==> src/rtl/wasm_params.svh <==
`ifndef WASM_PARAMS_SVH
`define WASM_PARAMS_SVH

// Entries in the value stack
`define STACK_DEPTH 8

// Code memory size in bytes, and the matching address width
`define CODE_BYTES 64
`define CODE_ADDR_W 6

// One opcode byte plus the longest 64-bit LEB128 immediate
`define WINDOW_BYTES 11

`endif

==> src/rtl/wasm_pkg.sv <==
`include "wasm_params.svh"

`default_nettype none

package wasm_pkg;

  typedef logic [`CODE_ADDR_W-1:0] code_addr_t;
  typedef logic [3:0] stack_cnt_t;
  typedef logic [63:0] value_t;

  typedef enum logic [1:0] {
    I32 = 2'd0,
    I64 = 2'd1
  } val_type_e;

  // i32 values sit zero-extended in the low half
  typedef struct packed {
    val_type_e tag;
    value_t    value;
  } stack_entry_t;

  // WebAssembly encodings of the supported opcodes
  typedef enum logic [7:0] {
    OP_UNREACHABLE = 8'h00,
    OP_NOP         = 8'h01,
    OP_END         = 8'h0B,
    OP_DROP        = 8'h1A,
    OP_SELECT      = 8'h1B,
    OP_I32_CONST   = 8'h41,
    OP_I64_CONST   = 8'h42,
    OP_I32_EQZ     = 8'h45,
    OP_I32_EQ      = 8'h46,
    OP_I32_NE      = 8'h47,
    OP_I64_EQZ     = 8'h50,
    OP_I64_EQ      = 8'h51,
    OP_I64_NE      = 8'h52,
    OP_I32_ADD     = 8'h6A,
    OP_I32_SUB     = 8'h6B,
    OP_I64_ADD     = 8'h7C,
    OP_I64_SUB     = 8'h7D
  } opcode_e;

  typedef enum logic [3:0] {
    TRAP_NONE           = 4'd0,
    TRAP_ENDED          = 4'd1,
    TRAP_UNREACHABLE    = 4'd2,
    TRAP_UNKNOWN_OPCODE = 4'd3,
    TRAP_STACK_EMPTY    = 4'd4,
    TRAP_STACK_OVERFLOW = 4'd5,
    TRAP_TYPE_MISMATCH  = 4'd6
  } trap_e;

  // Compound ops pop first, then overwrite the new top
  typedef enum logic [2:0] {
    NONE         = 3'd0,
    PUSH         = 3'd1,
    POP          = 3'd2,
    REPLACE      = 3'd3,
    POP_REPLACE  = 3'd4,
    POP2_REPLACE = 3'd5
  } stack_op_e;

  typedef struct packed {
    opcode_e opcode;
    value_t  imm;
  } insn_t;

  typedef struct packed {
    stack_op_e    op;
    stack_entry_t entry;
  } stack_req_t;

endpackage

`default_nettype wire

==> src/rtl/code_rom.sv <==
`include "wasm_params.svh"

`default_nettype none

module code_rom
  import wasm_pkg::*;
(
  input  logic                        clk,
  input  logic                        load_en,
  input  code_addr_t                  load_addr,
  input  logic [7:0]                  load_data,
  input  code_addr_t                  rd_addr,
  output logic [`WINDOW_BYTES*8-1:0]  window
);

  logic [7:0] mem [`CODE_BYTES];

  // Program load port
  always_ff @(posedge clk) begin
    if (load_en) begin
      mem[load_addr] <= load_data;
    end
  end

  // Byte 0 of the window lands in the low bits
  always_ff @(posedge clk) begin
    for (int i = 0; i < `WINDOW_BYTES; i++) begin
      // Address arithmetic wraps at the end of memory
      window[8*i +: 8] <= mem[code_addr_t'(rd_addr + i)];
    end
  end

endmodule

`default_nettype wire

==> src/rtl/insn_exec.sv <==
`include "wasm_params.svh"

`default_nettype none

module insn_exec
  import wasm_pkg::*;
(
  input  logic         clk,
  input  logic         reset,
  input  logic         insn_valid,
  input  insn_t        insn,
  input  stack_entry_t tos,
  input  stack_entry_t nos,
  input  stack_entry_t third,
  input  stack_cnt_t   count,
  output stack_req_t   req,
  output logic         insn_retire,
  output trap_e        trap
);

  insn_t        insn_q;
  logic         pending;
  logic         known;
  logic         pushes;
  logic         types_ok;
  stack_cnt_t   need;
  trap_e        stop;
  trap_e        fault;
  stack_op_e    op_sel;
  stack_entry_t res;

  function automatic stack_entry_t i32_entry(input logic [31:0] v);
    stack_entry_t e;
    e.tag   = I32;
    e.value = {32'd0, v};
    return e;
  endfunction

  always_ff @(posedge clk) begin
    if (insn_valid) begin
      insn_q <= insn;
    end
  end

  always_ff @(posedge clk) begin
    if (reset) begin
      pending <= 1'b0;
    end else begin
      pending <= insn_valid && (trap == TRAP_NONE);
    end
  end

  // Decode operand needs and the result
  always_comb begin
    known    = 1'b1;
    pushes   = 1'b0;
    types_ok = 1'b1;
    need     = '0;
    stop     = TRAP_NONE;
    op_sel   = NONE;
    res      = tos;
    case (insn_q.opcode)
      OP_UNREACHABLE: stop = TRAP_UNREACHABLE;
      OP_NOP: ;
      OP_END:         stop = TRAP_ENDED;
      OP_DROP: begin
        need   = stack_cnt_t'(1);
        op_sel = POP;
      end
      OP_SELECT: begin
        // Condition on top, b second, a third
        need     = stack_cnt_t'(3);
        types_ok = (tos.tag == I32) && (nos.tag == third.tag);
        op_sel   = POP2_REPLACE;
        res      = (tos.value[31:0] != 32'd0) ? third : nos;
      end
      OP_I32_CONST: begin
        pushes = 1'b1;
        op_sel = PUSH;
        res    = i32_entry(insn_q.imm[31:0]);
      end
      OP_I64_CONST: begin
        pushes    = 1'b1;
        op_sel    = PUSH;
        res.tag   = I64;
        res.value = insn_q.imm;
      end
      OP_I32_EQZ, OP_I64_EQZ: begin
        need     = stack_cnt_t'(1);
        op_sel   = REPLACE;
        if (insn_q.opcode == OP_I32_EQZ) begin
          types_ok = (tos.tag == I32);
          res      = i32_entry({31'd0, tos.value[31:0] == 32'd0});
        end else begin
          types_ok = (tos.tag == I64);
          res      = i32_entry({31'd0, tos.value == 64'd0});
        end
      end
      OP_I32_EQ:  res = i32_entry({31'd0, nos.value[31:0] == tos.value[31:0]});
      OP_I32_NE:  res = i32_entry({31'd0, nos.value[31:0] != tos.value[31:0]});
      OP_I64_EQ:  res = i32_entry({31'd0, nos.value == tos.value});
      OP_I64_NE:  res = i32_entry({31'd0, nos.value != tos.value});
      OP_I32_ADD: res = i32_entry(nos.value[31:0] + tos.value[31:0]);
      OP_I32_SUB: res = i32_entry(nos.value[31:0] - tos.value[31:0]);
      OP_I64_ADD: begin
        res.tag   = I64;
        res.value = nos.value + tos.value;
      end
      OP_I64_SUB: begin
        res.tag   = I64;
        res.value = nos.value - tos.value;
      end
      default: known = 1'b0;
    endcase
    // Binary ops share operand count and stack op
    case (insn_q.opcode)
      OP_I32_EQ, OP_I32_NE, OP_I32_ADD, OP_I32_SUB: begin
        need     = stack_cnt_t'(2);
        op_sel   = POP_REPLACE;
        types_ok = (tos.tag == I32) && (nos.tag == I32);
      end
      OP_I64_EQ, OP_I64_NE, OP_I64_ADD, OP_I64_SUB: begin
        need     = stack_cnt_t'(2);
        op_sel   = POP_REPLACE;
        types_ok = (tos.tag == I64) && (nos.tag == I64);
      end
      default: ;
    endcase
  end

  // Checks in priority order
  always_comb begin
    if (!known) begin
      fault = TRAP_UNKNOWN_OPCODE;
    end else if (stop != TRAP_NONE) begin
      fault = stop;
    end else if (count < need) begin
      fault = TRAP_STACK_EMPTY;
    end else if (pushes && (count == stack_cnt_t'(`STACK_DEPTH))) begin
      fault = TRAP_STACK_OVERFLOW;
    end else if (!types_ok) begin
      fault = TRAP_TYPE_MISMATCH;
    end else begin
      fault = TRAP_NONE;
    end
  end

  assign insn_retire = pending && (fault == TRAP_NONE);
  assign req.op      = insn_retire ? op_sel : NONE;
  assign req.entry   = res;

  // First trap sticks until reset
  always_ff @(posedge clk) begin
    if (reset) begin
      trap <= TRAP_NONE;
    end else if (pending && (fault != TRAP_NONE)) begin
      trap <= fault;
    end
  end

endmodule

`default_nettype wire

==> src/rtl/insn_fetch.sv <==
`include "wasm_params.svh"

`default_nettype none

module insn_fetch
  import wasm_pkg::*;
(
  input  logic                       clk,
  input  logic                       reset,
  input  code_addr_t                 start_pc,
  output code_addr_t                 rd_addr,
  input  logic [`WINDOW_BYTES*8-1:0] window,
  output logic                       insn_valid,
  output insn_t                      insn,
  input  logic                       insn_retire
);

  typedef enum logic [1:0] {
    ISSUE,
    DECODE,
    WAIT
  } fetch_state_e;

  fetch_state_e state;
  code_addr_t   pc;
  opcode_e      opcode;
  value_t       imm;
  logic [3:0]   imm_len;
  logic         has_imm;

  // Immediate starts right after the opcode byte
  leb128_decoder u_leb (
    .bytes  (window[`WINDOW_BYTES*8-1:8]),
    .value  (imm),
    .length (imm_len)
  );

  assign opcode  = opcode_e'(window[7:0]);
  assign has_imm = (opcode == OP_I32_CONST) || (opcode == OP_I64_CONST);

  assign rd_addr     = pc;
  assign insn_valid  = (state == DECODE);
  assign insn.opcode = opcode;
  assign insn.imm    = imm;

  always_ff @(posedge clk) begin
    if (reset) begin
      state <= ISSUE;
      pc    <= start_pc;
    end else begin
      case (state)
        // Window for the current PC arrives next cycle
        ISSUE: state <= DECODE;
        DECODE: begin
          state <= WAIT;
          if (has_imm) begin
            pc <= pc + code_addr_t'(imm_len) + code_addr_t'(1);
          end else begin
            pc <= pc + code_addr_t'(1);
          end
        end
        // Held here for good once a trap is raised
        WAIT: begin
          if (insn_retire) begin
            state <= ISSUE;
          end
        end
        default: state <= ISSUE;
      endcase
    end
  end

endmodule

`default_nettype wire

==> src/rtl/leb128_decoder.sv <==
`default_nettype none

module leb128_decoder
  import wasm_pkg::*;
(
  input  logic [79:0] bytes,
  output value_t      value,
  output logic [3:0]  length
);

  logic done;

  always_comb begin
    value  = '0;
    length = 4'd10;
    done   = 1'b0;
    for (int i = 0; i < 10; i++) begin
      if (!done) begin
        // Seven payload bits per byte, least significant group first
        value = value | (value_t'(bytes[8*i +: 7]) << (7*i));
        if (!bytes[8*i+7]) begin
          done   = 1'b1;
          length = 4'(i + 1);
          // Sign bit of the last group fills the upper bits
          if (bytes[8*i+6] && (7*(i+1) < 64)) begin
            value = value | ({64{1'b1}} << (7*(i+1)));
          end
        end
      end
    end
  end

endmodule

`default_nettype wire

==> src/rtl/value_stack.sv <==
`include "wasm_params.svh"

`default_nettype none

module value_stack
  import wasm_pkg::*;
(
  input  logic         clk,
  input  logic         reset,
  input  stack_req_t   req,
  output stack_entry_t tos,
  output stack_entry_t nos,
  output stack_entry_t third,
  output stack_cnt_t   count
);

  localparam int IDX_W = $clog2(`STACK_DEPTH);

  stack_entry_t     entries [`STACK_DEPTH];
  logic [IDX_W-1:0] idx0;
  logic [IDX_W-1:0] idx1;
  logic [IDX_W-1:0] idx2;
  logic [IDX_W-1:0] idx3;

  // Free slot, then top, second and third entries
  assign idx0 = IDX_W'(count);
  assign idx1 = IDX_W'(count - stack_cnt_t'(1));
  assign idx2 = IDX_W'(count - stack_cnt_t'(2));
  assign idx3 = IDX_W'(count - stack_cnt_t'(3));

  assign tos   = entries[idx1];
  assign nos   = entries[idx2];
  assign third = entries[idx3];

  always_ff @(posedge clk) begin
    case (req.op)
      PUSH:         entries[idx0] <= req.entry;
      REPLACE:      entries[idx1] <= req.entry;
      POP_REPLACE:  entries[idx2] <= req.entry;
      POP2_REPLACE: entries[idx3] <= req.entry;
      default: ;
    endcase
  end

  always_ff @(posedge clk) begin
    if (reset) begin
      count <= '0;
    end else begin
      case (req.op)
        PUSH:              count <= count + stack_cnt_t'(1);
        POP, POP_REPLACE:  count <= count - stack_cnt_t'(1);
        POP2_REPLACE:      count <= count - stack_cnt_t'(2);
        default: ;
      endcase
    end
  end

endmodule

`default_nettype wire

==> src/rtl/wasm_core.sv <==
`include "wasm_params.svh"

`default_nettype none

module wasm_core
  import wasm_pkg::*;
(
  input  logic         clk,
  input  logic         reset,
  input  code_addr_t   start_pc,
  input  logic         load_en,
  input  code_addr_t   load_addr,
  input  logic [7:0]   load_data,
  output stack_entry_t result,
  output logic         result_empty,
  output trap_e        trap
);

  code_addr_t                 rd_addr;
  logic [`WINDOW_BYTES*8-1:0] window;
  logic                       insn_valid;
  logic                       insn_retire;
  insn_t                      insn;
  stack_req_t                 req;
  stack_entry_t               nos;
  stack_entry_t               third;
  stack_cnt_t                 count;

  assign result_empty = (count == '0);

  code_rom u_rom (
    .clk       (clk),
    .load_en   (load_en),
    .load_addr (load_addr),
    .load_data (load_data),
    .rd_addr   (rd_addr),
    .window    (window)
  );

  insn_fetch u_fetch (
    .clk         (clk),
    .reset       (reset),
    .start_pc    (start_pc),
    .rd_addr     (rd_addr),
    .window      (window),
    .insn_valid  (insn_valid),
    .insn        (insn),
    .insn_retire (insn_retire)
  );

  // Top of stack doubles as the visible result
  value_stack u_stack (
    .clk   (clk),
    .reset (reset),
    .req   (req),
    .tos   (result),
    .nos   (nos),
    .third (third),
    .count (count)
  );

  insn_exec u_exec (
    .clk         (clk),
    .reset       (reset),
    .insn_valid  (insn_valid),
    .insn        (insn),
    .tos         (result),
    .nos         (nos),
    .third       (third),
    .count       (count),
    .req         (req),
    .insn_retire (insn_retire),
    .trap        (trap)
  );

endmodule

`default_nettype wire

==> config.mk <==
export PLATFORM = sky130hd
export DESIGN_NAME = wasm_core
export DESIGN_NICKNAME = d
export VERILOG_FILES = /design/src/rtl/wasm_pkg.sv /design/src/rtl/code_rom.sv /design/src/rtl/insn_exec.sv /design/src/rtl/insn_fetch.sv /design/src/rtl/leb128_decoder.sv /design/src/rtl/value_stack.sv /design/src/rtl/wasm_core.sv
export VERILOG_INCLUDE_DIRS = /design/src /design/src/rtl
export SDC_FILE = /design/constraint.sdc
export NUM_CORES = 2
export LEC_CHECK = 0
export CORE_AREA = 10 10 364 366
export CTS_BUF_LIST = sky130_fd_sc_hd__clkbuf_16
export DETAILED_ROUTE_END_ITERATION = 10
export DIE_AREA = 0 0 374 376
export DONT_BUFFER_PORTS = 1
export PLACE_DENSITY_LB_ADDON = 0.05
export SYNTH_ARGS = -nofsm -noshare
export SYNTH_HDL_FRONTEND = slang
export SYNTH_SLANG_ARGS = --single-unit
==> constraint.sdc <==
create_clock -name clk -period 13.9 [get_ports clk]
set_input_delay 2.085 -clock clk [delete_from_list [all_inputs] [get_ports clk]]
set_output_delay 2.085 -clock clk [all_outputs]
set_load 0.03 [all_outputs]
==> metrics.txt <==
status=completed; number of instances in the synthesized netlist=5536; clock-pin slew of the registers on the worst-case setup and hold paths=60 ps; total of max-cap violations=0; Final Hold Viols=0; maximum number of pins on one net before global-route repair=153; total number of vias=57100; Synth-to-Final Area Change=7.67%; final period utilization=63.6%; final std cells w/o fill=7139; Seq pwr share=37.5%; worst endpoint required time=14360 ps; H-tree levels=4; clk sinks=1210; category of the most critical setup path=reg2reg; core region area=0.125 sq mm; detailed-router iteration count before antenna repair=10; Worst setup EP type=flop; die boundary width=374 um; least setup slack across all paths after layout=5050 ps; clock insertion delay at the later pin of the skew report=800 ps; max_slew headroom=8.92%; mapped cell area=0.0810 sq mm; per-cell via count in the routed design=8.00; ports placed on the boundary=94; drt drc=0; TritonCTS buffer count=133; pre-CTS worst setup slack=5220 ps; maximum achievable frequency=113 MHz; ANT nets after route=0; detailed placer's ending HPWL=191000 um; Max Slew Vio Count=0; number of fill cells=8231; Worst Hold Class=reg2reg; Post-synth ARST share=0%; switching power share of the total=34.2%; sum of overflow across all layers after global routing=0; critical path startpoint category=flop; overall power consumption=11900 uW; routed length per placed instance=38.8 um; clock skew after layout=34.1 ps; setup repair after global routing missed its margin=false; combined flip-flop and latch cell area=0.0354 sq mm; layout cell share with drive strength beyond 1=30.7%; largest vdd supply drop=170 uV; areal power density over the cells=137 mW/mm^2; flop and latch count out of synthesis=1210; number of nets in the layout=5553; setup total negative slack=0 ps; wire length of the first global-routing pass=395000 um; mean area per synthesized cell=14.6 sq um; count of hold buffers inserted by post-cts repair=0; post-CTS sizing=0; sequential share of the synthesized area=43.7%; shortest clock period the worst path allows after layout=8850 ps; initial DRC count=9231; static power due to leakage=0.0290 uW; maximum buffer depth of the clock tree=3; initial antenna violation count=15; chip height=376 um; count of placed standard cells including taps=6893; initial cell density of the core=64.7%; overall track demand over capacity in global routing=39.0%; final number of setup-violating endpoints=0; clock tree root driver cell=sky130_fd_sc_hd__clkbuf_16; setup bufs post-CTS=0; actual slew at the worst max-slew pin=1360 ps; area of the multi-input gates=0.0435 sq mm; via count of the first global-routing pass=54600; weighted congestion reported at the end of routability-driven placement=1.08; number of rows in the core area=130; Synth Warn #=0; net switching power=4080 uW; post-synthesis cell type count=92; critical path arrival=9310 ps; IO Port Bufs=0; CTS tree=built; internal portion of total power=7870 uW; primary flip-flop cell chosen by synthesis mapping=sky130_fd_sc_hd__edfxtp_1; area enclosed by the die boundary=0.141 sq mm; number of flops mapped to enable cells by yosys=1118; post-synth net total=5711; proportion of power drawn by combinational gates=33.0%; clock power share=29.5%; final routed wirelength across all metal layers=277000 um; maximum fanout encountered on the critical timing path=113
## per-stage QoR
step	hold slack, ps	area (sq um)	utilization [%]
final	417	87200	69.7
after CTS	417	87200	69.7
after floorplan	386	81000	-
after detailed placement	393	82900	66.3
after global placement	389	82900	66.3
after global routing	422	87200	69.7
## power groups by stage
stage               combinational, uW  clock [uW]  sequential, uW
finish                           3940        3520            4480
global route                     4000        3680            4480
CTS                              3760        3530            4460
detailed placement               3750           0            4540
global placement                 3720           0            4530
floorplan                        2430           0            4400
## sequential cells by signal (all words and copies together), names as in the netlist
register	cells
u_stack.count	4
u_exec.insn_q	72
u_rom.window	82
u_fetch.state	2
u_stack.entries	528
u_rom.mem	512
u_fetch.rd_addr	6
u_exec.trap	3
u_exec.pending	1
## layout make-up
| cell class | count | area share, % |
|---|---|---|
| Timing Repair Buffer | 159 | 1.44 |
| Clock buffer | 137 | 3.93 |
| Inverter | 163 | 0.704 |
| Tap cell | 1650 | 2.37 |
| Sequential cell | 1210 | 40.6 |
| Multi-Input combinational cell | 3711 | 49.9 |
| Antenna cell | 7 | 0.0201 |
| Clock inverter | 102 | 0.993 |
## layer usage
| layer | part of all wire, % | routed length, um | up-vias | global-route usage, % |
|---|---|---|---|---|
| met1 | 33 | 91700 | 28900 | 48.4 |
| li1 | - | - | 22600 | - |
| met2 | 46 | 126000 | 4662 | 59.7 |
| met5 | 0.046 | 126 | - | 0 |
| met4 | 8.7 | 24200 | 18 | 27.8 |
| met3 | 12 | 34400 | 922 | 10.6 |
## cells in the final DEF (no fill, tap or decap), types with 35 or more instances in the layout
cell,instances
sky130_fd_sc_hd__dfxtp_1,90
sky130_fd_sc_hd__nand4_1,39
sky130_fd_sc_hd__nand3_1,49
sky130_fd_sc_hd__clkbuf_16,137
sky130_fd_sc_hd__mux2_2,118
sky130_fd_sc_hd__mux2i_1,326
sky130_fd_sc_hd__nor3_1,35
sky130_fd_sc_hd__nor2_1,283
sky130_fd_sc_hd__o21ai_0,155
sky130_fd_sc_hd__ha_1,144
sky130_fd_sc_hd__inv_1,173
sky130_fd_sc_hd__edfxtp_1,1118
sky130_fd_sc_hd__a21oi_1,258
sky130_fd_sc_hd__mux4_2,1129
sky130_fd_sc_hd__buf_4,154
sky130_fd_sc_hd__nand2_1,398
sky130_fd_sc_hd__xnor2_1,69
sky130_fd_sc_hd__a21o_1,61
sky130_fd_sc_hd__o21ai_1,53
## cells in the mapped netlist (7+ instances only)
library cell / instances / area (sq um)
sky130_fd_sc_hd__o211ai_1: 20 / 150
sky130_fd_sc_hd__nand2_1: 398 / 1490
sky130_fd_sc_hd__a21oi_1: 258 / 1290
sky130_fd_sc_hd__mux2i_1: 326 / 3260
sky130_fd_sc_hd__nand2b_1: 30 / 188
sky130_fd_sc_hd__o32ai_1: 7 / 61.3
sky130_fd_sc_hd__o221ai_1: 32 / 280
sky130_fd_sc_hd__o21ai_1: 52 / 260
sky130_fd_sc_hd__nor4_1: 31 / 194
sky130_fd_sc_hd__o31ai_1: 33 / 248
sky130_fd_sc_hd__clkbuf_1: 300 / 1130
sky130_fd_sc_hd__o21bai_1: 27 / 203
sky130_fd_sc_hd__a31oi_1: 18 / 113
sky130_fd_sc_hd__xnor2_1: 85 / 744
sky130_fd_sc_hd__dfxtp_1: 92 / 1840
sky130_fd_sc_hd__nand4_1: 39 / 244
sky130_fd_sc_hd__buf_4: 9 / 67.6
sky130_fd_sc_hd__mux2_2: 118 / 1330
sky130_fd_sc_hd__edfxtp_1: 1118 / 33600
sky130_fd_sc_hd__o211a_1: 18 / 180
sky130_fd_sc_hd__mux2_1: 15 / 169
sky130_fd_sc_hd__xor2_1: 23 / 201
sky130_fd_sc_hd__and3_1: 12 / 75.1
sky130_fd_sc_hd__nor2_1: 292 / 1100
sky130_fd_sc_hd__mux4_2: 1129 / 25400
sky130_fd_sc_hd__o21a_1: 15 / 113
sky130_fd_sc_hd__a21o_1: 61 / 458
sky130_fd_sc_hd__nor3_1: 41 / 205
sky130_fd_sc_hd__nand3_1: 49 / 245
sky130_fd_sc_hd__inv_1: 159 / 597
sky130_fd_sc_hd__ha_1: 149 / 1860
sky130_fd_sc_hd__or3_1: 15 / 93.8
sky130_fd_sc_hd__a22oi_1: 34 / 255
sky130_fd_sc_hd__buf_2: 46 / 230
sky130_fd_sc_hd__a211oi_1: 29 / 218
sky130_fd_sc_hd__and2_1: 8 / 50.1
sky130_fd_sc_hd__nor2b_1: 34 / 213
sky130_fd_sc_hd__o21ai_0: 156 / 781
sky130_fd_sc_hd__buf_1: 91 / 342
sky130_fd_sc_hd__a221oi_1: 17 / 149
sky130_fd_sc_hd__a2111oi_0: 10 / 87.6
sky130_fd_sc_hd__a222oi_1: 11 / 110
## worst paths after layout
path,start,end,slack (ps),depth (start not counted)
setup reg to reg,u_stack.count[0]$_SDFFE_PP0P_,u_stack.entries[1][60]$_DFFE_PP_,5050,16
hold / removal,u_rom.window[9]$_DFF_P_,u_exec.insn_q[1]$_DFFE_PP_,420,0
hold reg to reg,u_rom.window[9]$_DFF_P_,u_exec.insn_q[1]$_DFFE_PP_,420,0
setup / recovery,u_stack.count[0]$_SDFFE_PP0P_,u_stack.entries[1][60]$_DFFE_PP_,5050,16
## critical path: stages, from the launching register on
cell and delay (ps):
sky130_fd_sc_hd__dfxtp_4 800, sky130_fd_sc_hd__buf_12 590, sky130_fd_sc_hd__buf_4 790, sky130_fd_sc_hd__buf_4 780
sky130_fd_sc_hd__mux4_2 410, sky130_fd_sc_hd__mux2_2 320, sky130_fd_sc_hd__ha_1 570, sky130_fd_sc_hd__nand2_1 210
sky130_fd_sc_hd__or4_1 540, sky130_fd_sc_hd__o211ai_1 350, sky130_fd_sc_hd__a21oi_1 280, sky130_fd_sc_hd__o31ai_1 680
sky130_fd_sc_hd__o32ai_1 360, sky130_fd_sc_hd__o311ai_1 530, sky130_fd_sc_hd__nand2_1 130, sky130_fd_sc_hd__and3_1 200
sky130_fd_sc_hd__o31ai_1 790
## kinds of logic (layout without fill, tap and decap cells)
family | after synthesis | count (layout) | share of synthesized area (%)
adder cells (fa/ha/maj) | 152 | 152 | 2.38
buffers and inverters | 615 | 561 | 3.01
flip-flops | 1210 | 1210 | 43.7
XOR/XNOR | 108 | 108 | 1.17
other | 1 | 8 | 0.00463
multiplexers | 1588 | 1588 | 37.3
AO/OA/AOI/OAI | 875 | 875 | 6.98
AND/OR/NAND/NOR | 987 | 987 | 5.45
No activity file was read; power rests on OpenSTA's default activity.
